## config.mk

```make
export PLATFORM = sky130hd
export DESIGN_NAME = ks10Mem
export DESIGN_NICKNAME = d
export VERILOG_FILES = /design/src/rtl/ks10BusPkg.sv /design/src/rtl/memPkg.sv /design/src/rtl/memReqIf.sv /design/src/rtl/ks10Mem.sv /design/src/rtl/ssramCtrl.sv /design/src/rtl/memStat.sv /design/src/rtl/busDecode.sv
export SDC_FILE = /design/constraint.sdc
export NUM_CORES = 1
export LEC_CHECK = 0
export ABC_CLOCK_PERIOD_IN_PS = 3370
export BUFFER_PORTS_ARGS = -buffer_cell sky130_fd_sc_hd__clkbuf_2
export CAP_MARGIN = 10
export CORE_UTILIZATION = 39
export DETAILED_ROUTE_END_ITERATION = 7
export GPL_TIMING_DRIVEN = 0
export PLACE_DENSITY = 0.85
export SETUP_SLACK_MARGIN = 0.2
export SLEW_MARGIN = 40
export SYNTH_ARGS = -nofsm -noshare
export SYNTH_HDL_FRONTEND = slang
export SYNTH_SLANG_ARGS = --single-unit
```

## constraint.sdc

```tcl
create_clock -name clk -period 3.37 [get_ports clk]
set_input_delay 0.674 -clock clk [delete_from_list [all_inputs] [get_ports clk]]
set_output_delay 0.674 -clock clk [all_outputs]
set_load 0.005 [all_outputs]
```

## src/rtl/ks10BusPkg.sv

```systemverilog
// KS10 backplane bus word layout. Bits numbered 0 (MSB) to 35 (LSB) as in the KS10.
// Only the flags used by the memory controller are defined here.

`default_nettype none

package ks10BusPkg;

   ////////////////////////////////////////////////////
   // Bus word types
   ////////////////////////////////////////////////////

   typedef logic [0:35] busWord_t;      // Address or data word, big-endian
   typedef logic [0:3]  busDev_t;       // Device number
   typedef logic [0:17] busIoAddr_t;    // IO address within a device
   typedef logic [0:19] busMemAddr_t;   // Physical memory address, 1M words

   ////////////////////////////////////////////////////
   // Flag bits in the address word
   ////////////////////////////////////////////////////

   localparam int bitRead   = 3;        // Read cycle
   localparam int bitWrTest = 4;        // Write-test (read then hold)
   localparam int bitWrite  = 5;        // Write cycle
   localparam int bitPhys   = 8;        // Physical address
   localparam int bitIo     = 10;       // IO space, not memory

   // Field positions in the address word
   localparam int devFirst     = 14;
   localparam int devLast      = 17;
   localparam int ioAddrFirst  = 18;
   localparam int ioAddrLast   = 35;
   localparam int memAddrFirst = 16;
   localparam int memAddrLast  = 35;

   ////////////////////////////////////////////////////
   // Field extraction
   ////////////////////////////////////////////////////

   function automatic busDev_t getDev(busWord_t w);
      return w[devFirst:devLast];       // Device, only meaningful in IO space
   endfunction

   function automatic busIoAddr_t getIoAddr(busWord_t w);
      return w[ioAddrFirst:ioAddrLast];
   endfunction

   // Overlaps the device field by two bits
   function automatic busMemAddr_t getMemAddr(busWord_t w);
      return w[memAddrFirst:memAddrLast];
   endfunction

endpackage

`default_nettype wire
```

## src/rtl/memPkg.sv

```systemverilog
// Memory controller definitions. MSR bits not listed here read as zero.

`default_nettype none

package memPkg;

   import ks10BusPkg::*;

   ////////////////////////////////////////////////////
   // Device and register addresses
   ////////////////////////////////////////////////////

   localparam busDev_t    memDev  = 4'd0;         // Memory controller is device 0
   localparam busIoAddr_t addrMsr = 18'o100000;   // Memory Status Register

   // SSRAM address is the bus memory address, no translation
   typedef busMemAddr_t ssramAddr_t;

   // Four-phase memory cycle
   typedef enum logic [1:0]
   {
      T1,
      T2,
      T3,
      T4
   } memPhase_t;

   ////////////////////////////////////////////////////
   // MSR field layout
   ////////////////////////////////////////////////////

   localparam int msrErrHold    = 0;     // Error hold, write one to clear
   localparam int msrPwrFail    = 12;    // Power fail, write one to clear
   localparam int msrEccDis     = 13;    // ECC disable
   localparam int msrForceFirst = 29;    // Force check bits
   localparam int msrForceLast  = 35;

   typedef logic [0:6] msrForce_t;

endpackage

`default_nettype wire

```

## src/rtl/memReqIf.sv

```systemverilog
// Decoded memory request. Levels follow the bus request, nothing is registered here.

`default_nettype none

interface memReqIf
   import ks10BusPkg::*;
   import memPkg::*;
();

   logic       memRead;     // Memory read
   logic       memWrite;    // Memory write
   logic       memWrTest;   // Write-test, handled as a read
   ssramAddr_t memAddr;     // Word address
   busWord_t   wrData;      // Write data from the bus

   // Decoder side
   modport decode
   (
      output memRead, memWrite, memWrTest,
      output memAddr, wrData
   );

   // SSRAM control side
   modport ctrl
   (
      input memRead, memWrite, memWrTest,
      input memAddr, wrData
   );

endinterface

`default_nettype wire

```

## src/rtl/ks10Mem.sv

```systemverilog
// KS10 memory controller top, single clock. SSRAM data bus split into in, out and enable.
// busAck is a strobe; the master drops busReq after seeing it.

`default_nettype none

module ks10Mem
   import ks10BusPkg::*;
   import memPkg::*;
(
   input  wire clk,
   input  wire rst,
   input  wire busReq,                  // Bus request level
   input  wire busWord_t busAddrIn,     // Flags and address
   input  wire busWord_t busDataIn,     // Bus write data
   input  wire busWord_t ssramDataIn,   // SSRAM read data
   output logic busAck,                 // Bus acknowledge
   output busWord_t busDataOut,         // Bus read data
   output logic ssramCe,                // SSRAM chip enable
   output logic ssramWeN,               // SSRAM write enable, low active
   output ssramAddr_t ssramAddr,        // SSRAM address
   output busWord_t ssramDataOut,       // SSRAM write data
   output logic ssramDataOe             // SSRAM data drive enable
);

   ////////////////////////////////////////////////////
   // Decode
   ////////////////////////////////////////////////////

   logic     msrRead;
   logic     msrWrite;
   logic     memAck;
   busWord_t regStat;
   busWord_t rdData;

   memReqIf memReq();

   busDecode busDecode_i
   (
      .busReq    (busReq),
      .busAddrIn (busAddrIn),
      .busDataIn (busDataIn),
      .msrRead   (msrRead),
      .msrWrite  (msrWrite),
      .req       (memReq.decode)
   );

   // Status register, device 0
   memStat memStat_i
   (
      .clk       (clk),
      .rst       (rst),
      .msrWrite  (msrWrite),
      .busDataIn (busDataIn),
      .regStat   (regStat)
   );

   ////////////////////////////////////////////////////
   // SSRAM control
   ////////////////////////////////////////////////////

   ssramCtrl ssramCtrl_i
   (
      .clk          (clk),
      .rst          (rst),
      .req          (memReq.ctrl),
      .ssramDataIn  (ssramDataIn),
      .memAck       (memAck),
      .rdData       (rdData),
      .ssramCe      (ssramCe),
      .ssramWeN     (ssramWeN),
      .ssramAddr    (ssramAddr),
      .ssramDataOut (ssramDataOut),
      .ssramDataOe  (ssramDataOe)
   );

   // IO flag alone picks the source
   assign busDataOut = busAddrIn[bitIo] ? regStat : rdData;

   // MSR acks in the request cycle, memory at T4
   assign busAck = msrRead | msrWrite | memAck;

endmodule

`default_nettype wire

```

## src/rtl/ssramCtrl.sv

```systemverilog
// SSRAM sequencer on a free-running T1..T4 cycle. Request must be held until memAck.
// Write-test runs as a read. No back-pressure; a request held past T4 restarts at T1.

`default_nettype none

module ssramCtrl
   import ks10BusPkg::*;
   import memPkg::*;
(
   input  wire clk,
   input  wire rst,
   memReqIf.ctrl req,                   // Decoded memory request
   input  wire busWord_t ssramDataIn,   // SSRAM read data
   output logic memAck,                 // Access done, T4
   output busWord_t rdData,             // Read data to bus mux
   output logic ssramCe,                // Chip enable
   output logic ssramWeN,               // Write enable, active low
   output ssramAddr_t ssramAddr,        // Word address
   output busWord_t ssramDataOut,       // Write data
   output logic ssramDataOe             // Drive enable for write data
);

   ////////////////////////////////////////////////////
   // Phase sequencer
   ////////////////////////////////////////////////////

   memPhase_t phase;

   always_ff @(posedge clk)
   begin
      if (rst)
         phase <= T1;
      else
         case (phase)
            T1: phase <= T2;
            T2: phase <= T3;
            T3: phase <= T4;
            T4: phase <= T1;
         endcase
   end

   ////////////////////////////////////////////////////
   // Cycle start and busy flag
   ////////////////////////////////////////////////////

   logic       memReq;      // Any memory access pending
   logic       busy;        // Active cycle, T2 to T4
   logic       isWrite;     // Latched access kind
   ssramAddr_t addrReg;
   busWord_t   dataReg;

   assign memReq = req.memRead | req.memWrite | req.memWrTest;

   always_ff @(posedge clk)
   begin
      if (rst)
      begin
         busy    <= 1'b0;
         isWrite <= 1'b0;
      end
      else if (phase == T1)
      begin
         busy    <= memReq;          // Only starts on a T1
         isWrite <= req.memWrite;    // Write-test is not a write
      end
      else if (phase == T4)
         busy <= 1'b0;               // Cycle done
   end

   // Payload captured with the start of the cycle
   always_ff @(posedge clk)
   begin
      if (phase == T1)
      begin
         addrReg <= req.memAddr;
         dataReg <= req.wrData;
      end
   end

   ////////////////////////////////////////////////////
   // SSRAM strobes
   ////////////////////////////////////////////////////

   logic wrPhase;   // Write slot of an active write

   assign wrPhase = busy & isWrite & (phase == T2);

   assign ssramCe      = busy;          // High T2 through T4
   assign ssramWeN     = ~wrPhase;      // Stored at edge ending T2
   assign ssramDataOe  = wrPhase;       // Drive data only with WE
   assign ssramAddr    = addrReg;
   assign ssramDataOut = dataReg;

   // Read data registered by SSRAM at end of T2, valid T3 and T4
   assign rdData = ssramDataIn;
   assign memAck = busy & (phase == T4);

endmodule

`default_nettype wire

```

## src/rtl/memStat.sv

```systemverilog
// Memory Status Register. Error hold is never set without ECC and reads zero.
// Write takes effect at the same edge as the bus acknowledge.

`default_nettype none

module memStat
   import ks10BusPkg::*;
   import memPkg::*;
(
   input  wire clk,
   input  wire rst,
   input  wire msrWrite,            // Decoded MSR write
   input  wire busWord_t busDataIn, // Bus write data
   output busWord_t regStat         // MSR read value
);

   ////////////////////////////////////////////////////
   // Register fields
   ////////////////////////////////////////////////////

   logic      pwrFail;     // Power fail seen
   logic      eccDis;      // ECC disable
   msrForce_t forceChk;    // Force check bits

   always_ff @(posedge clk)
   begin
      if (rst)
      begin
         pwrFail  <= 1'b1;      // Power-up counts as a power fail
         eccDis   <= 1'b0;
         forceChk <= '0;
      end
      else if (msrWrite)
      begin
         // Write one to clear
         if (busDataIn[msrPwrFail])
            pwrFail <= 1'b0;

         // Plain loads
         eccDis   <= busDataIn[msrEccDis];
         forceChk <= busDataIn[msrForceFirst:msrForceLast];
      end
   end

   ////////////////////////////////////////////////////
   // Read value
   ////////////////////////////////////////////////////

   always_comb
   begin
      regStat                              = '0;    // Unused bits and error hold read zero
      regStat[msrPwrFail]                  = pwrFail;
      regStat[msrEccDis]                   = eccDis;
      regStat[msrForceFirst:msrForceLast]  = forceChk;
   end

endmodule

`default_nettype wire

```

## src/rtl/busDecode.sv

```systemverilog
// Pure combinational decode. Outputs are only valid while busReq is held.

`default_nettype none

module busDecode
   import ks10BusPkg::*;
   import memPkg::*;
(
   input  wire busReq,              // Request level from master
   input  wire busWord_t busAddrIn, // Flags and address
   input  wire busWord_t busDataIn, // Write data
   output logic msrRead,            // MSR read strobe
   output logic msrWrite,           // MSR write strobe
   memReqIf.decode req              // To SSRAM control
);

   ////////////////////////////////////////////////////
   // Flag and field extraction
   ////////////////////////////////////////////////////

   logic       busRead;
   logic       busWrTest;
   logic       busWrite;
   logic       busPhys;
   logic       busIo;
   busDev_t    busDev;
   busIoAddr_t busIoAddr;
   logic       msrSel;

   assign busRead   = busAddrIn[bitRead];
   assign busWrTest = busAddrIn[bitWrTest];
   assign busWrite  = busAddrIn[bitWrite];
   assign busPhys   = busAddrIn[bitPhys];
   assign busIo     = busAddrIn[bitIo];
   assign busDev    = getDev(busAddrIn);
   assign busIoAddr = getIoAddr(busAddrIn);

   ////////////////////////////////////////////////////
   // MSR decode
   ////////////////////////////////////////////////////

   // Physical IO, device 0, MSR address
   assign msrSel = busReq & busIo & busPhys & (busDev == memDev) & (busIoAddr == addrMsr);

   assign msrRead  = msrSel & busRead;
   assign msrWrite = msrSel & busWrite;
   // Other IO addresses fall through unacknowledged

   ////////////////////////////////////////////////////
   // Memory decode
   ////////////////////////////////////////////////////

   // IO flag clear means memory space, phys flag ignored
   assign req.memRead   = busReq & busRead & ~busIo;
   assign req.memWrite  = busReq & busWrite & ~busIo;
   assign req.memWrTest = busReq & busWrTest & ~busIo;

   assign req.memAddr = getMemAddr(busAddrIn);   // Bits 16 to 35
   assign req.wrData  = busDataIn;

endmodule

`default_nettype wire

```

Word level (Yosys, flattened, before mapping)

Cells that the tools add are included.

Divide/modulo/power cells: 0
Eq/ne operators: 4
Add/subtract/negate cells: 0
Muxes and demuxes: 4
Bitwise logic cells: 21
Magnitude comparators: 0
Shift-type cells: 0
Reduce and logical (&&, ||, !) cells: 4
Multiply operators: 0

Operators with widths:

| operator             | count |
|---|---|
| $mux 36              | 1 |
| $eq 18x16->1 const B | 1 |
| $and 1x1->1          | 15 |
| $pmux 2 s4           | 1 |
| $eq 2x2->1 const B   | 2 |
| $logic_not 4->1      | 1 |
| $or 1x1->1           | 4 |
| $eq 2x1->1 const B   | 1 |
| $logic_not 2->1      | 1 |
| $mux 1               | 2 |
| $not 1->1            | 2 |
| $reduce_and 2->1     | 1 |
| $reduce_bool 2->1    | 1 |

Word-level logic and storage cells: 41
Latch bits: 0
Bits in writable memories: 0
Memories: 0
Bits in read-only memories: 0
Register bits: 69
Bits of input ports: 111

Logic depth before layout (Yosys ltp)

Gate-level depths: netlist of run 1.

Depth after elaboration: 7
Mapped depth: 5
Mapped depth without buffers: 5

Modules after synthesis

Synthesis of run 1 repeated with hierarchy kept, for this count alone.

Cell total of the unflattened synthesis: 286
Area, all modules: 3,829.9 um2

Modules (own cells, without submodules):

| module    | area each (um2) | times used | cells each | sequential area each (um2) |
|---|---|---|---|---|
| ssramCtrl | 2,165.8         | 1          | 114        | 1,761.7 |
| ks10Mem   | 595.6           | 1          | 41         | 0.0 |
| memStat   | 539.3           | 1          | 59         | 180.2 |
| busDecode | 529.3           | 1          | 72         | 0.0 |

Worst setup path before layout of run 1

No wires, ideal clock.

Kind: reg2reg
From: reg ssramCtrl_i.phase[0]
To: reg ssramCtrl_i.busy (netlist: ssramCtrl_i.ssramCe)
Clock period less this slack: 2.469 ns
Path slack: 0.901 ns
Data required time: 3.300 ns
Library setup time: 0.070 ns
Arrival time: 2.398 ns
Stages on the path, launching flop included: 6
Cells stage by stage: dfxtp_1 inv_1 ha_1 nand2_1 or3_1 a21oi_1

Cells in the longest elaborated chain, start to end: 2
Elaborated cells between the ends (all ways): 4
Classes of those cells: 1 x eq/ne; 1 x mux; 2 x reduce/logical

RTL lines:

| what                                                         | line                             | text |
|---|---|---|
| start: declaration                                           | ssramCtrl.sv:27                  | `memPhase_t phase;` |
| start signal: assignment                                     | ssramCtrl.sv:32                  | `phase <= T1;` |
| start signal: assignment                                     | ssramCtrl.sv:35                  | `T1: phase <= T2;` |
| start signal: assignment                                     | ssramCtrl.sv:36                  | `T2: phase <= T3;` |
| $eq 2x2->1 / $logic_not 2->1 (equally long branches)         | ssramCtrl.sv:66, ssramCtrl.sv:61 |  |
| $reduce_bool 2->1 (no line) / $mux 1 (equally long branches) | --                               |  |
| end signal: assignment                                       | ssramCtrl.sv:63                  | `busy <= memReq;` |
| end: declaration                                             | ssramCtrl.sv:47                  | `logic busy;` |

Parallel ways exist; a longest one is shown, timed or not.
A chain may end at the register's enable or synchronous reset.

Worst setup path in the final report of run 1

From: in busAddrIn[19]
To: out busAck

Cells in the longest elaborated chain, start to end: 6
Elaborated cells between the ends (all ways): 7
Classes of those cells: 6 x bitwise; 1 x reduce/logical

RTL lines:

| what                                  | line                             | text |
|---|---|---|
| start: declaration                    | ks10Mem.sv:13                    | `input wire busWord_t busAddrIn,` |
| $logic_not 4->1 (*)                   | busDecode.sv:43                  | `assign msrSel = busReq & busIo & busPhys & (busDev == memDev) & (busIoAddr == addrMsr);` |
| $and 1x1->1 (*) (2 in a row)          | busDecode.sv:43                  |  |
| $and 1x1->1, on equally long branches | busDecode.sv:45, busDecode.sv:46 |  |
| $or 1x1->1 (*) (2 in a row)           | ks10Mem.sv:80                    | `assign busAck = msrRead \| msrWrite \| memAck;` |
| end: declaration                      | ks10Mem.sv:16                    | `output logic busAck,` |

Mark *: on every way between the ends. The rest lies on a longest branch, timed or not.

==> metrics.md, run 1 <==
| Metric | Value |
|---|---|
| Run status | complete, but fails checks |
| Failing checks | DRC |
| Synth Cell Area | 2654 um2 |
| Final-report hold violation count | 0 |
| Register-to-Register Path Depth | 6 |
| Sequential cell area | 1942 um2 |
| TritonCTS sink count | 69 |
| Number of antenna violations at the first check in global routing | 0 |
| Area of the multi-input gates | 668.1 um2 |
| Number of search-and-repair iterations in the first detailed-routing pass | 7 |
| Clock transition at the register clock pins on the worst setup and hold paths after CTS | 70 ps |
| Global-route wire length before repair | around 10000 um |
| Weighted congestion at the end of routability-driven global placement | 0.7173 |
| Largest fanout of any net on the critical path | 10 |
| Most area-hungry cell type in the Yosys netlist | edfxtp_1 |
| Final std cell area, no fill | 3990 um2 |
| Worst slack on hold paths | 475.4 ps |
| Global routing usage on met3 | 5.900% |
| Number of rows created at floorplan | 29 |
| Cells after DPL | 449 |
| Worst path top cell family by delay | simple AND/OR/NAND/NOR gates |
| GR Layer Usage met2 | about a third |
| Slack of the worst reg-to-reg path | 1680 ps |
| Initial detailed-routing violation count | 141 |
| Overall global routing resource usage | between 10% and 20% |
| Delay of the slowest cell on the worst path | 350 ps |
| Cell area reported after detailed placement | around 3800 um2 |
| Worst path buffer plus inverter count | 3 |
| Setup Total Neg Slack | 0 ps |
| RSZ-0062 raised after global routing | no |
| Hpwl dp | approximately 5500 um |
| Number of setup violations in the final report | 0 |
| Total of buffers placed on input and output ports | between 150 and 200 |
| Number of max-cap violations | 0 |
| Post-synthesis area per instance | 15.25 um2 |
| Total design power | 0.002492 W |
| TritonCTS Buffers | 9 |
| Clk root buf | clkbuf_8 |
| Worst clock skew | 8.233 ps |
| Worst Path Arrival | 1860 ps |
| Starting density of the core | 41.09% |
| Post-synthesis async set-or-reset flop share | 0% |
| Antenna-violating nets left | 0 |
| TritonCTS clock tree | done |
| Ports placed on the boundary | 207 |
| PostCTS Resize Cnt | 0 |
| Most area-consuming cells after synthesis | edfxtp_1 (63%), dfxtp_1 (9.8%), nor2b_1 (6.8%), mux2_2 (3.8%), nand4_1 (2.4%) |
| Power density over cell area | 624.4 nW/um2 |
| Synth Net Count | 289 |
| Mapped Cells | between 150 and 200 |
| Most Frequent Cell on Critical Path | clkbuf_2 |
| Post-route DRC | 11 |
| Cell Chain, Critical Path | clkbuf_2 > nor4b_2 > and4_1 > buf_6 > o211ai_1 > nand2_1 > clkbuf_2 |
| Launching element type of the critical path | input port |
| FF+latch count, synth | 69 |
| DR vias/cell | 4.826 |
| Sequential element share of the synthesized area | 73.17% |
| Class of the worst hold path | reg2reg |
| Proportion of netlist area held by the largest area contributor | a little under two thirds |
| Postcts setup bufs | 0 |
| VDD IR-drop max | roughly 0.43 mV |
| Fin cells | 465 |
| Final critical-path required period | 2530 ps |
| Number of buffers on the longest clock path | 2 |
| Vias after detailed routing | 2244 |
| Floorplan die area | 7139 um2 |
| Pin count of the biggest net entering global routing | 39 |
| Worst slew margin relative to its limit | 65.12% |
| WL/cell | 14.69 um |
| Pin slew with the least headroom to its limit | between 500 and 600 ps |
| Fraction of layout instances using a drive strength above 1 | 60.31% |
| Main synth FF type | edfxtp_1 |
| Unique cell type count in the Yosys netlist | 27 |
| Hold endpoint | memStat_i.forceChk[4]$_SDFFE_PP0P_ |
| Final Max Slew Viols | 0 |
| GRT met1 Usage | 21.87% |
| Critical Setup Path Class | in2out |
| Critical-path top delay cell | nor4b_2 |
| Filler cell count | 550 |
| Maximum achievable frequency | 395.2 MHz |
| Height of the die | 84.49 um |
| Most common cell in the netlist | edfxtp_1 |
| Number of cells on the worst hold path | 2 |
| Share of the clock period used by the worst path | between 70% and 80% |
| Post-synth top cells | edfxtp_1 (56), nor2b_1 (29), dfxtp_1 (13) |
| Synthesis warning total | 0 |
| Die Wd | 84.49 um |
| Vias in the first global route | 2176 |
| Floorplan Core Area | 6459 um2 |
| Origin of the worst min-delay path | memStat_i.forceChk[4]$_SDFFE_PP0P_ |
| Post-detailed-routing wire length | 6831 um |
| Leakage power total | 1.843 nW |
| Total inserted antenna cells | 0 |
| Remaining global-route overflow | 0 |
| Worst flop-to-flop path endpoint | ssramCtrl_i.ssramCe$_SDFFE_PP0P_ |
| Hold buffers post-CTS | 0 |
| Area delta synth->final | 50.35% |
| Data required, critical path | 2700 ps |
| Global routing's busiest layer | met2 |
| Reg-to-reg startpoint | ssramCtrl_i.phase[0]$_SDFF_PP0_ |
| Clk_lat worst skew | 330 ps |
| Post-synth EDFFs | 56 |
| Kind of capture point of the worst setup path | output pin |
| Number of H-tree branching levels | 3 |
| Layout net count | between 400 and 500 |
worst min-delay path, stage by stage, from the launching register on:
cell     delay (ps)
dfxtp_1         310
o21ai_0          70
a21oi_1          60
sequential cells by signal, summed over array words and instances, names as in the netlist:
signal / count
memStat_i.forceChk: 7
ssramCtrl_i.phase: 2
memStat_i.eccDis: 1
memStat_i.pwrFail: 1
ssramCtrl_i.ssramDataOut: 36
ssramCtrl_i.isWrite: 1
ssramCtrl_i.ssramAddr: 20
ssramCtrl_i.ssramCe: 1
layout by cell type (no fill, tap or decap), types with 4 or more instances in the layout:
cell type,count
mux2_2,9
nor2b_1,29
clkbuf_8,9
a21oi_1,10
edfxtp_1,56
dfxtp_1,13
nand2_1,4
nand4_1,10
clkbuf_2,197
o21ai_0,8
final cells by class:
type	count	share of cell area, %
clock buffers	9	3.104
clock inverters	7	2.446
flip-flops and latches	69	48.67
well taps	77	2.415
inverters	3	0.2822
repair buffers	198	25.21
plain buffers	8	1.129
multi-input cells	94	16.75
through the flow:
step           setup slack [ps]  util (%)
2_1_floorplan             901.1         -
3_3_place_gp              379.9     57.85
3_5_place_dp              839.3     58.35
4_1_cts                   837.2     61.78
5_1_grt                   779.1     61.78
6_report                  839.8     61.78
how the worst max path moves through the flow:
stage          cells past startpoint                            start  slack, ps                                to
2_1_floorplan                      5  ssramCtrl_i.phase[0]$_SDFF_PP0_        900  ssramCtrl_i.ssramCe$_SDFFE_PP0P_
3_3_place_gp                       5  ssramCtrl_i.phase[0]$_SDFF_PP0_        380  ssramCtrl_i.ssramCe$_SDFFE_PP0P_
3_5_place_dp                       7                    busAddrIn[19]        840                            busAck
4_1_cts                            7                    busAddrIn[19]        840                            busAck
5_1_grt                            7                     busAddrIn[4]        780                            busAck
6_report                           7                    busAddrIn[19]        840                            busAck
report_power, final:
part           switching (W)  internal [W]
Clock               0.000319      0.000420
Sequential         0.0000520       0.00118
Combinational       0.000283      0.000237
metal layers:
layer | wire length, um | vias up
met5 | 0 | -
met4 | 62 | 0
met3 | 550 | 10
met2 | 3618 | 101
met1 | 2600 | 1063
li1 | - | 1070
kinds of logic (layout without fill, tap and decap cells):
family          after synthesis  after routing  synth area share (%)
compound gates               20             20                 3.961
fa+ha+maj                     4              4                 1.886
buf+inv                      11            225                 2.121
flops                        69             69                 73.17
mux                           9              9                 3.819
simple gates                 61             61                 15.04
(Power assumes the default switching activity.)
==> run 2: changes to the inputs <==
--- a/config.mk
+++ b/config.mk
@@ -5,13 +5,13 @@
 export SDC_FILE = /design/constraint.sdc
 export NUM_CORES = 1
 export LEC_CHECK = 0
-export ABC_CLOCK_PERIOD_IN_PS = 3370
+export ABC_CLOCK_PERIOD_IN_PS = 2250
 export BUFFER_PORTS_ARGS = -buffer_cell sky130_fd_sc_hd__clkbuf_2
 export CAP_MARGIN = 10
-export CORE_UTILIZATION = 39
+export CORE_UTILIZATION = 35
 export DETAILED_ROUTE_END_ITERATION = 7
 export GPL_TIMING_DRIVEN = 0
-export PLACE_DENSITY = 0.85
+export PLACE_DENSITY = 0.81
 export SETUP_SLACK_MARGIN = 0.2
 export SLEW_MARGIN = 40
 export SYNTH_ARGS = -nofsm -noshare
==> constraint.sdc (replaced) <==
create_clock -name clk -period 2.25 [get_ports clk]
set_input_delay 0.45 -clock clk [delete_from_list [all_inputs] [get_ports clk]]
set_output_delay 0.45 -clock clk [all_outputs]
set_load 0.005 [all_outputs]
==> run 2 against run 1 <==
Compared with the run above: sequential cell count stayed put; die area rose by 11%; worst hold slack got worse by 200 ps; critical endpoint is now busDataOut[22]; utilization down 6.4 points; the run now ends clean.
==> metrics.md, run 2 (same netlist as run 1, synthesis figures left out) <==
| Metric | Value |
|---|---|
| Hpwl dp | around 5200 um |
| Internal cell power | 0.002620 W |
| Ports placed on the boundary | about 210 |
| Clk_lat worst skew | roughly 330 ps |
| Critical Setup Path Class | in2out |
| Pin slew with the least headroom to its limit | 770.6 ps |
| Data required, critical path | approximately 1800 ps |
| Cells after DPL | 470 |
| Number of H-tree branching levels | 3 |
| Worst clock skew | 9.601 ps |
| Antenna-violating nets left | 0 |
| Clock transition at the register clock pins on the worst setup and hold paths after CTS | 80 ps |
| Pre-CTS setup slack | roughly 220 ps |
| Vias in the first global route | 1976 |
| Number of search-and-repair iterations in the first detailed-routing pass | 4 |
| Final-report hold violation count | 0 |
| Weighted congestion at the end of routability-driven global placement | 0.7656 |
| Run status | finished clean |
| Final Max Slew Viols | 0 |
| Critical path origin | busAddrIn[25] |
| TritonCTS clock tree | done |
| Number of setup violations in the final report | 0 |
| Largest fanout of any net on the critical path | 10 |
| Clock network fraction of total power | 27.6% |
| Number of rows created at floorplan | 31 |
| Leakage power total | 1.855 nW |
| Layout net count | 500 |
| Kind of capture point of the worst setup path | output pin |
| Total of buffers placed on input and output ports | 197 |
| TritonCTS sink count | 69 |
| Reg-to-reg startpoint | ssramCtrl_i.phase[0]$_SDFF_PP0_ |
| Launching element type of the critical path | input port |
| Number of max-cap violations | 0 |
| Clk root buf | clkbuf_8 |
| Total design power | approximately 0.0036 W |
| Number of antenna violations at the first check in global routing | 0 |
| Most frequent standard cell in the layout excluding fill and tap cells | clkbuf_2 |
| WL/cell | 13.81 um |
| Final critical-path required period | 1985 ps |
| Net switching power | slightly below 0.001 W |
| Worst slew margin relative to its limit | ~49% |
| TritonCTS Buffers | 9 |
| Fraction of layout instances using a drive strength above 1 | approximately 60% |
| Sequential Power Share | 51.6% |
| Net Sw Frac | between 20% and 30% |
| Worst Path Arrival | ~1500 ps |
| DR vias/cell | 4.489 |
| Pin count of the biggest net entering global routing | 61 |
| Number of buffers on the longest clock path | 2 |
| Post-detailed-routing wire length | around 6800 um |
| Number of flip-flops in the largest register | 36 |
| Global-route wire length before repair | 9411 um |
| Overall global routing resource usage | 16.64% |
| Portion of total power attributed to combinational logic | 20.8% |
| Origin of the worst min-delay path | busDataIn[27] |
| Vias after detailed routing | 2195 |
| Fin cells | 489 |
| Total inserted antenna cells | 0 |
| Initial detailed-routing violation count | 76 |
| Area delta synth->final | 52.24% |
| Height of the die | ~89 um |
| Post-route DRC | 0 |
| Floorplan Core Area | 7292 um2 |
| RSZ-0062 raised after global routing | no |
| Maximum achievable frequency | 503.8 MHz |
| Power density over cell area | just under 900 nW/um2 |
| Floorplan die area | roughly 8000 um2 |
| Commonest cells after routing, fill and taps aside | clkbuf_2 (197), edfxtp_1 (56), nor2b_1 (29) |
| Starting density of the core | 36.39% |
| Die Wd | around 90 um |
| Share of the clock period used by the worst path | 88.22% |
| VDD IR-drop max | 0.8081 mV |
| Slack of the critical path | 265.0 ps |
| Share of the core filled with cells | 55.40% |
| Hold buffers post-CTS | 0 |
| Class of the worst hold path | in2reg |
| Remaining global-route overflow | 0 |
| Setup Total Neg Slack | 0 ps |
-- run 2: cell count changes in the layout (fill, tap and decap cells not counted), sizes merged --
cell / before / now
clkinv: 1 / 4
bufinv: 2 / 1
clkinvlp: 2 / 1
inv: 5 / 4
buf: 6 / 8
-- run 2: per-stage QoR --
| stage | hold slack [ps] | area (um2) |
|---|---|---|
| after floorplan | 420.2 | 2656 |
| after global placement | 453.1 | 3766 |
| after detailed placement | 462.7 | 3776 |
| after CTS | 263.8 | 3974 |
| after global routing | 250.9 | 4040 |
| final | 279.5 | 4040 |
-- run 2: cell type report --
| cell class | instances | area, um2 |
|---|---|---|
| Tap cell | 99 | 123.9 |
| Multi-Input combinational cell | 94 | 708.2 |
| Timing Repair Buffer | 200 | 1008 |
| Inverter | 3 | 11.26 |
| Sequential cell | 69 | 1942 |
| Clock inverter | 7 | 73.82 |
| Buffer | 8 | 48.80 |
| Clock buffer | 9 | 123.9 |
| Fill cell | 684 | 3252 |
-- run 2: timing repair --
| item | in CTS | in global routing |
|---|---|---|
| resized for setup | 0 | 6 |
| setup endpoints to repair | 0 | 1 |
| setup buffers | 0 | 3 |
-- run 2: power groups by stage --
stage / clock, W / combinational, W / sequential [W]
3_5_place_dp: 0 / 0.000751 / 0.00189
3_3_place_gp: 0 / 0.000711 / 0.00188
5_1_grt: 0.00108 / 0.000834 / 0.00189
2_1_floorplan: 0 / 0.000234 / 0.00192
6_report: 0.000993 / 0.000747 / 0.00185
4_1_cts: 0.00102 / 0.000753 / 0.00186
-- run 2: worst paths after layout --
path	cells past startpoint	end	slack, ps
worst max register to register	5	ssramCtrl_i.ssramCe$_SDFFE_PP0P_	470
worst min-delay path	1	ssramCtrl_i.ssramDataOut[27]$_DFFE_PP_	280
worst max-delay path	5	busDataOut[22]	270
worst min register to register	2	memStat_i.forceChk[2]$_SDFFE_PP0P_	480
-- run 2: routing by layer --
metal  vias up  routed length [um]  track usage (%)  share of wire, %
met4         0                 101            5.339               1.5
met1      1001                2665            19.38                39
met2       112                3400            27.76                50
li1       1072                   -                -                 -
met5         -                   0                0                 0
met3        10                 585            7.295               8.7
-- run 2: critical path: stages --
cell	delay, ps
clkbuf_2	90
buf_2	240
buf_2	270
mux2_2	370
clkbuf_2	110
==> run 3: changes to the inputs <==
--- a/config.mk
+++ b/config.mk
@@ -8,12 +8,14 @@
 export ABC_CLOCK_PERIOD_IN_PS = 2250
 export BUFFER_PORTS_ARGS = -buffer_cell sky130_fd_sc_hd__clkbuf_2
 export CAP_MARGIN = 10
-export CORE_UTILIZATION = 35
+export CORE_ASPECT_RATIO = 0.8
+export CORE_UTILIZATION = 41
 export DETAILED_ROUTE_END_ITERATION = 7
 export GPL_TIMING_DRIVEN = 0
-export PLACE_DENSITY = 0.81
+export PLACE_DENSITY = 0.83
 export SETUP_SLACK_MARGIN = 0.2
 export SLEW_MARGIN = 40
 export SYNTH_ARGS = -nofsm -noshare
 export SYNTH_HDL_FRONTEND = slang
+export SYNTH_HIERARCHICAL = 1
 export SYNTH_SLANG_ARGS = --single-unit
==> run 3 against run 2 <==
Compared with the run above: die area is 23% higher; register-to-register slack better by 160 ps; critical endpoint is now busAck; synthesized cell count grew 64%; clock power rose by 55%; power rose by 22%; worst hold slack better by 22 ps; combinational power is 31% higher; clock skew fell by 5.4 ps; largest cell class unchanged; largest power group unchanged.
==> metrics.md, run 3 <==
| Metric | Value |
|---|---|
| Most area-consuming cells after synthesis | edfxtp_1 (44%), buf_4 (24%), mux2_4 (12%), dfxtp_1 (6.8%), mux2i_1 (2.6%) |
| Class of the worst hold path | in2reg |
| Antenna-violating nets left | 0 |
| Filler cell count | 798 |
| Run status | finished clean |
| Weighted congestion at the end of routability-driven global placement | 0.7434 |
| Final Max Slew Viols | 0 |
| Hpwl dp | 5967 um |
| Floorplan Core Area | approximately 9100 um2 |
| Proportion of netlist area held by the largest area contributor | 43.91% |
| Worst clock skew | 4.152 ps |
| Final-report hold violation count | 0 |
| Number of rows created at floorplan | 31 |
| Clock transition at the register clock pins on the worst setup and hold paths after CTS | 60 ps |
| Fraction of layout instances using a drive strength above 1 | 69.11% |
| Cell area reported after detailed placement | approximately 4800 um2 |
| Worst path buffer plus inverter count | 2 |
| Main synth FF type | edfxtp_1 |
| Number of buffers on the longest clock path | 2 |
| Layout net count | 574 |
| Post-route DRC | 0 |
| Final critical-path required period | 1983 ps |
| Largest fanout of any net on the critical path | 3 |
| Most common cell in the netlist | buf_4 |
| Maximum achievable frequency | 504.3 MHz |
| Area delta synth->final | 33.94% |
| Cell Chain, Critical Path | clkbuf_2 > or4b_1 > nor3_2 > or3_1 > clkbuf_2 |
| Number of setup violations in the final report | 0 |
| RSZ-0062 raised after global routing | no |
| Starting density of the core | 42.20% |
| TritonCTS sink count | 69 |
| Total of buffers placed on input and output ports | between 100 and 150 |
| Post-synthesis async set-or-reset flop share | 0% |
| Data required, critical path | about 1800 ps |
| Share of the clock period used by the worst path | around nine tenths |
| Launching element type of the critical path | input port |
| Sequential element share of the synthesized area | 50.70% |
| Floorplan die area | 9734 um2 |
| Setup Total Neg Slack | 0 ps |
| Kind of capture point of the worst setup path | output pin |
| Ports placed on the boundary | 207 |
| WL/cell | 13.44 um |
| TritonCTS Buffers | 9 |
| Number of H-tree branching levels | 3 |
| Number of search-and-repair iterations in the first detailed-routing pass | 4 |
| Commonest cells after routing, fill and taps aside | clkbuf_2 (135), buf_4 (122), edfxtp_1 (56) |
| Vias after detailed routing | 2392 |
| DR vias/cell | ~4.1 |
| Post-synth top cells | buf_4 (121), edfxtp_1 (56), mux2_4 (30) |
| Overall global routing resource usage | 15.46% |
| Pin count of the biggest net entering global routing | just under 60 |
| Number of flip-flops in the largest register | 36 |
| TritonCTS clock tree | done |
| Height of the die | 88.45 um |
| Critical Setup Path Class | in2out |
| Post-synth EDFFs | 56 |
| Leakage power total | 2.526 nW |
| Most area-hungry cell type in the Yosys netlist | edfxtp_1 |
| Synthesis warning total | 6 |
| Pin slew with the least headroom to its limit | 829.1 ps |
| Worst slew margin relative to its limit | between 40% and 50% |
| Vias in the first global route | ~2.3k |
| Number of max-cap violations | 0 |
| Initial detailed-routing violation count | 44 |
| Power density over cell area | about 860 nW/um2 |
| Clk_lat worst skew | 320 ps |
| Number of antenna violations at the first check in global routing | 0 |
| Unique cell type count in the Yosys netlist | 25 |
| Worst path top cell family by delay | simple AND/OR/NAND/NOR gates |
| Post-synthesis area per instance | 13.39 um2 |
| Die Wd | 110.1 um |
| Most Frequent Cell on Critical Path | clkbuf_2 |
| Remaining global-route overflow | 0 |
| Synth Cell Area | approximately 3800 um2 |
| FF+latch count, synth | 69 |
| Global-route wire length before repair | 11110 um |
| Clk root buf | clkbuf_16 |
| Most frequent standard cell in the layout excluding fill and tap cells | clkbuf_2 |
| VDD IR-drop max | 0.7628 mV |
| Final std cell area, no fill | roughly 5100 um2 |
| Worst Path Arrival | 1530 ps |
| Total inserted antenna cells | 0 |
| Delay of the slowest cell on the worst path | 530 ps |
| Mapped Cells | 286 |
| Post-detailed-routing wire length | 7767 um |
| Critical-path top delay cell | or4b_1 |
[run 3: cell count changes in the layout (fill, tap and decap cells not counted), moves of 9 or more]
cell and delta:
buf_4 +119, nor2_1 +9, conb_1 +27, nor2b_1 -27
clkbuf_2 -62, clkbuf_16 +9, mux2_4 +30, nand4_1 -9
clkbuf_8 -9, a21oi_1 -10, mux2i_1 +10
[run 3: cell families (layout without fill, tap and decap cells)]
kind of cell / Yosys count / in the layout / synth area share (%)
flops: 69 / 69 / 50.70
other cells: 1 / 27 / 0.09791
simple gates: 34 / 34 / 4.933
compound gates: 1 / 1 / 0.1961
mux: 46 / 46 / 16.14
fa+ha+maj: 5 / 5 / 1.633
buf+inv: 130 / 281 / 26.30
[run 3: worst paths after layout]
check	start	to	slack, ps	cells past startpoint
setup reg to reg	ssramCtrl_i/phase[0]$_SDFF_PP0_	ssramCtrl_i/isWrite$_SDFFE_PP0N_	630	4
setup / recovery	busAddrIn[7]	busAck	270	5
hold / removal	busDataIn[13]	ssramCtrl_i/ssramDataOut[13]$_DFFE_PN_	300	1
hold reg to reg	memStat_i/pwrFail$_SDFFE_PP1P_	memStat_i/pwrFail$_SDFFE_PP1P_	470	1
[run 3: layout make-up]
cell class	count	area (um2)	area share, %
Sequential cell	69	1942	37.85
Multi-Input combinational cell	113	1028	20.05
Buffer	127	996.0	19.41
Timing Repair Buffer	135	678.2	13.22
Clock buffer	9	225.2	4.390
Tap cell	115	143.9	2.805
Clock inverter	7	105.1	2.049
Inverter	3	11.26	0.2195
[run 3: timing repair]
action	in CTS	in global routing
setup buffers	0	1
hold endpoints to repair	0	0
pin swaps	1	3
hold buffers	0	0
setup endpoints to repair	1	1
resized for setup	3	3
[run 3: per-stage QoR]
stage	cells	utilization (%)	power, W	worst slack, ps	hold WS (ps)
final	578	56.52	0.004398	266.9	301.6
after global routing	578	56.52	0.004628	193.1	280.5
after CTS	577	56.22	0.004449	205.8	287.3
after detailed placement	561	52.38	0.002893	101.7	453.3
after global placement	561	52.27	0.002833	96.02	439.5
after floorplan	312	-	0.002403	473.7	427.6
[run 3: power breakdown]
part	internal, W	total (W)	switching (W)
clock network	0.000987	0.00154	0.000552
logic	0.000501	0.000982	0.000481
registers	0.00178	0.00188	0.0000923
total	0.00327	0.00440	0.00113
[run 3: layer usage]
metal	track usage (%)	vias to the layer above	share of wire, %
li1	-	1180	-
met1	18.25	1107	40
met2	26.99	99	53
met3	3.903	6	6.4
met4	6.303	0	0.88
met5	0	-	0
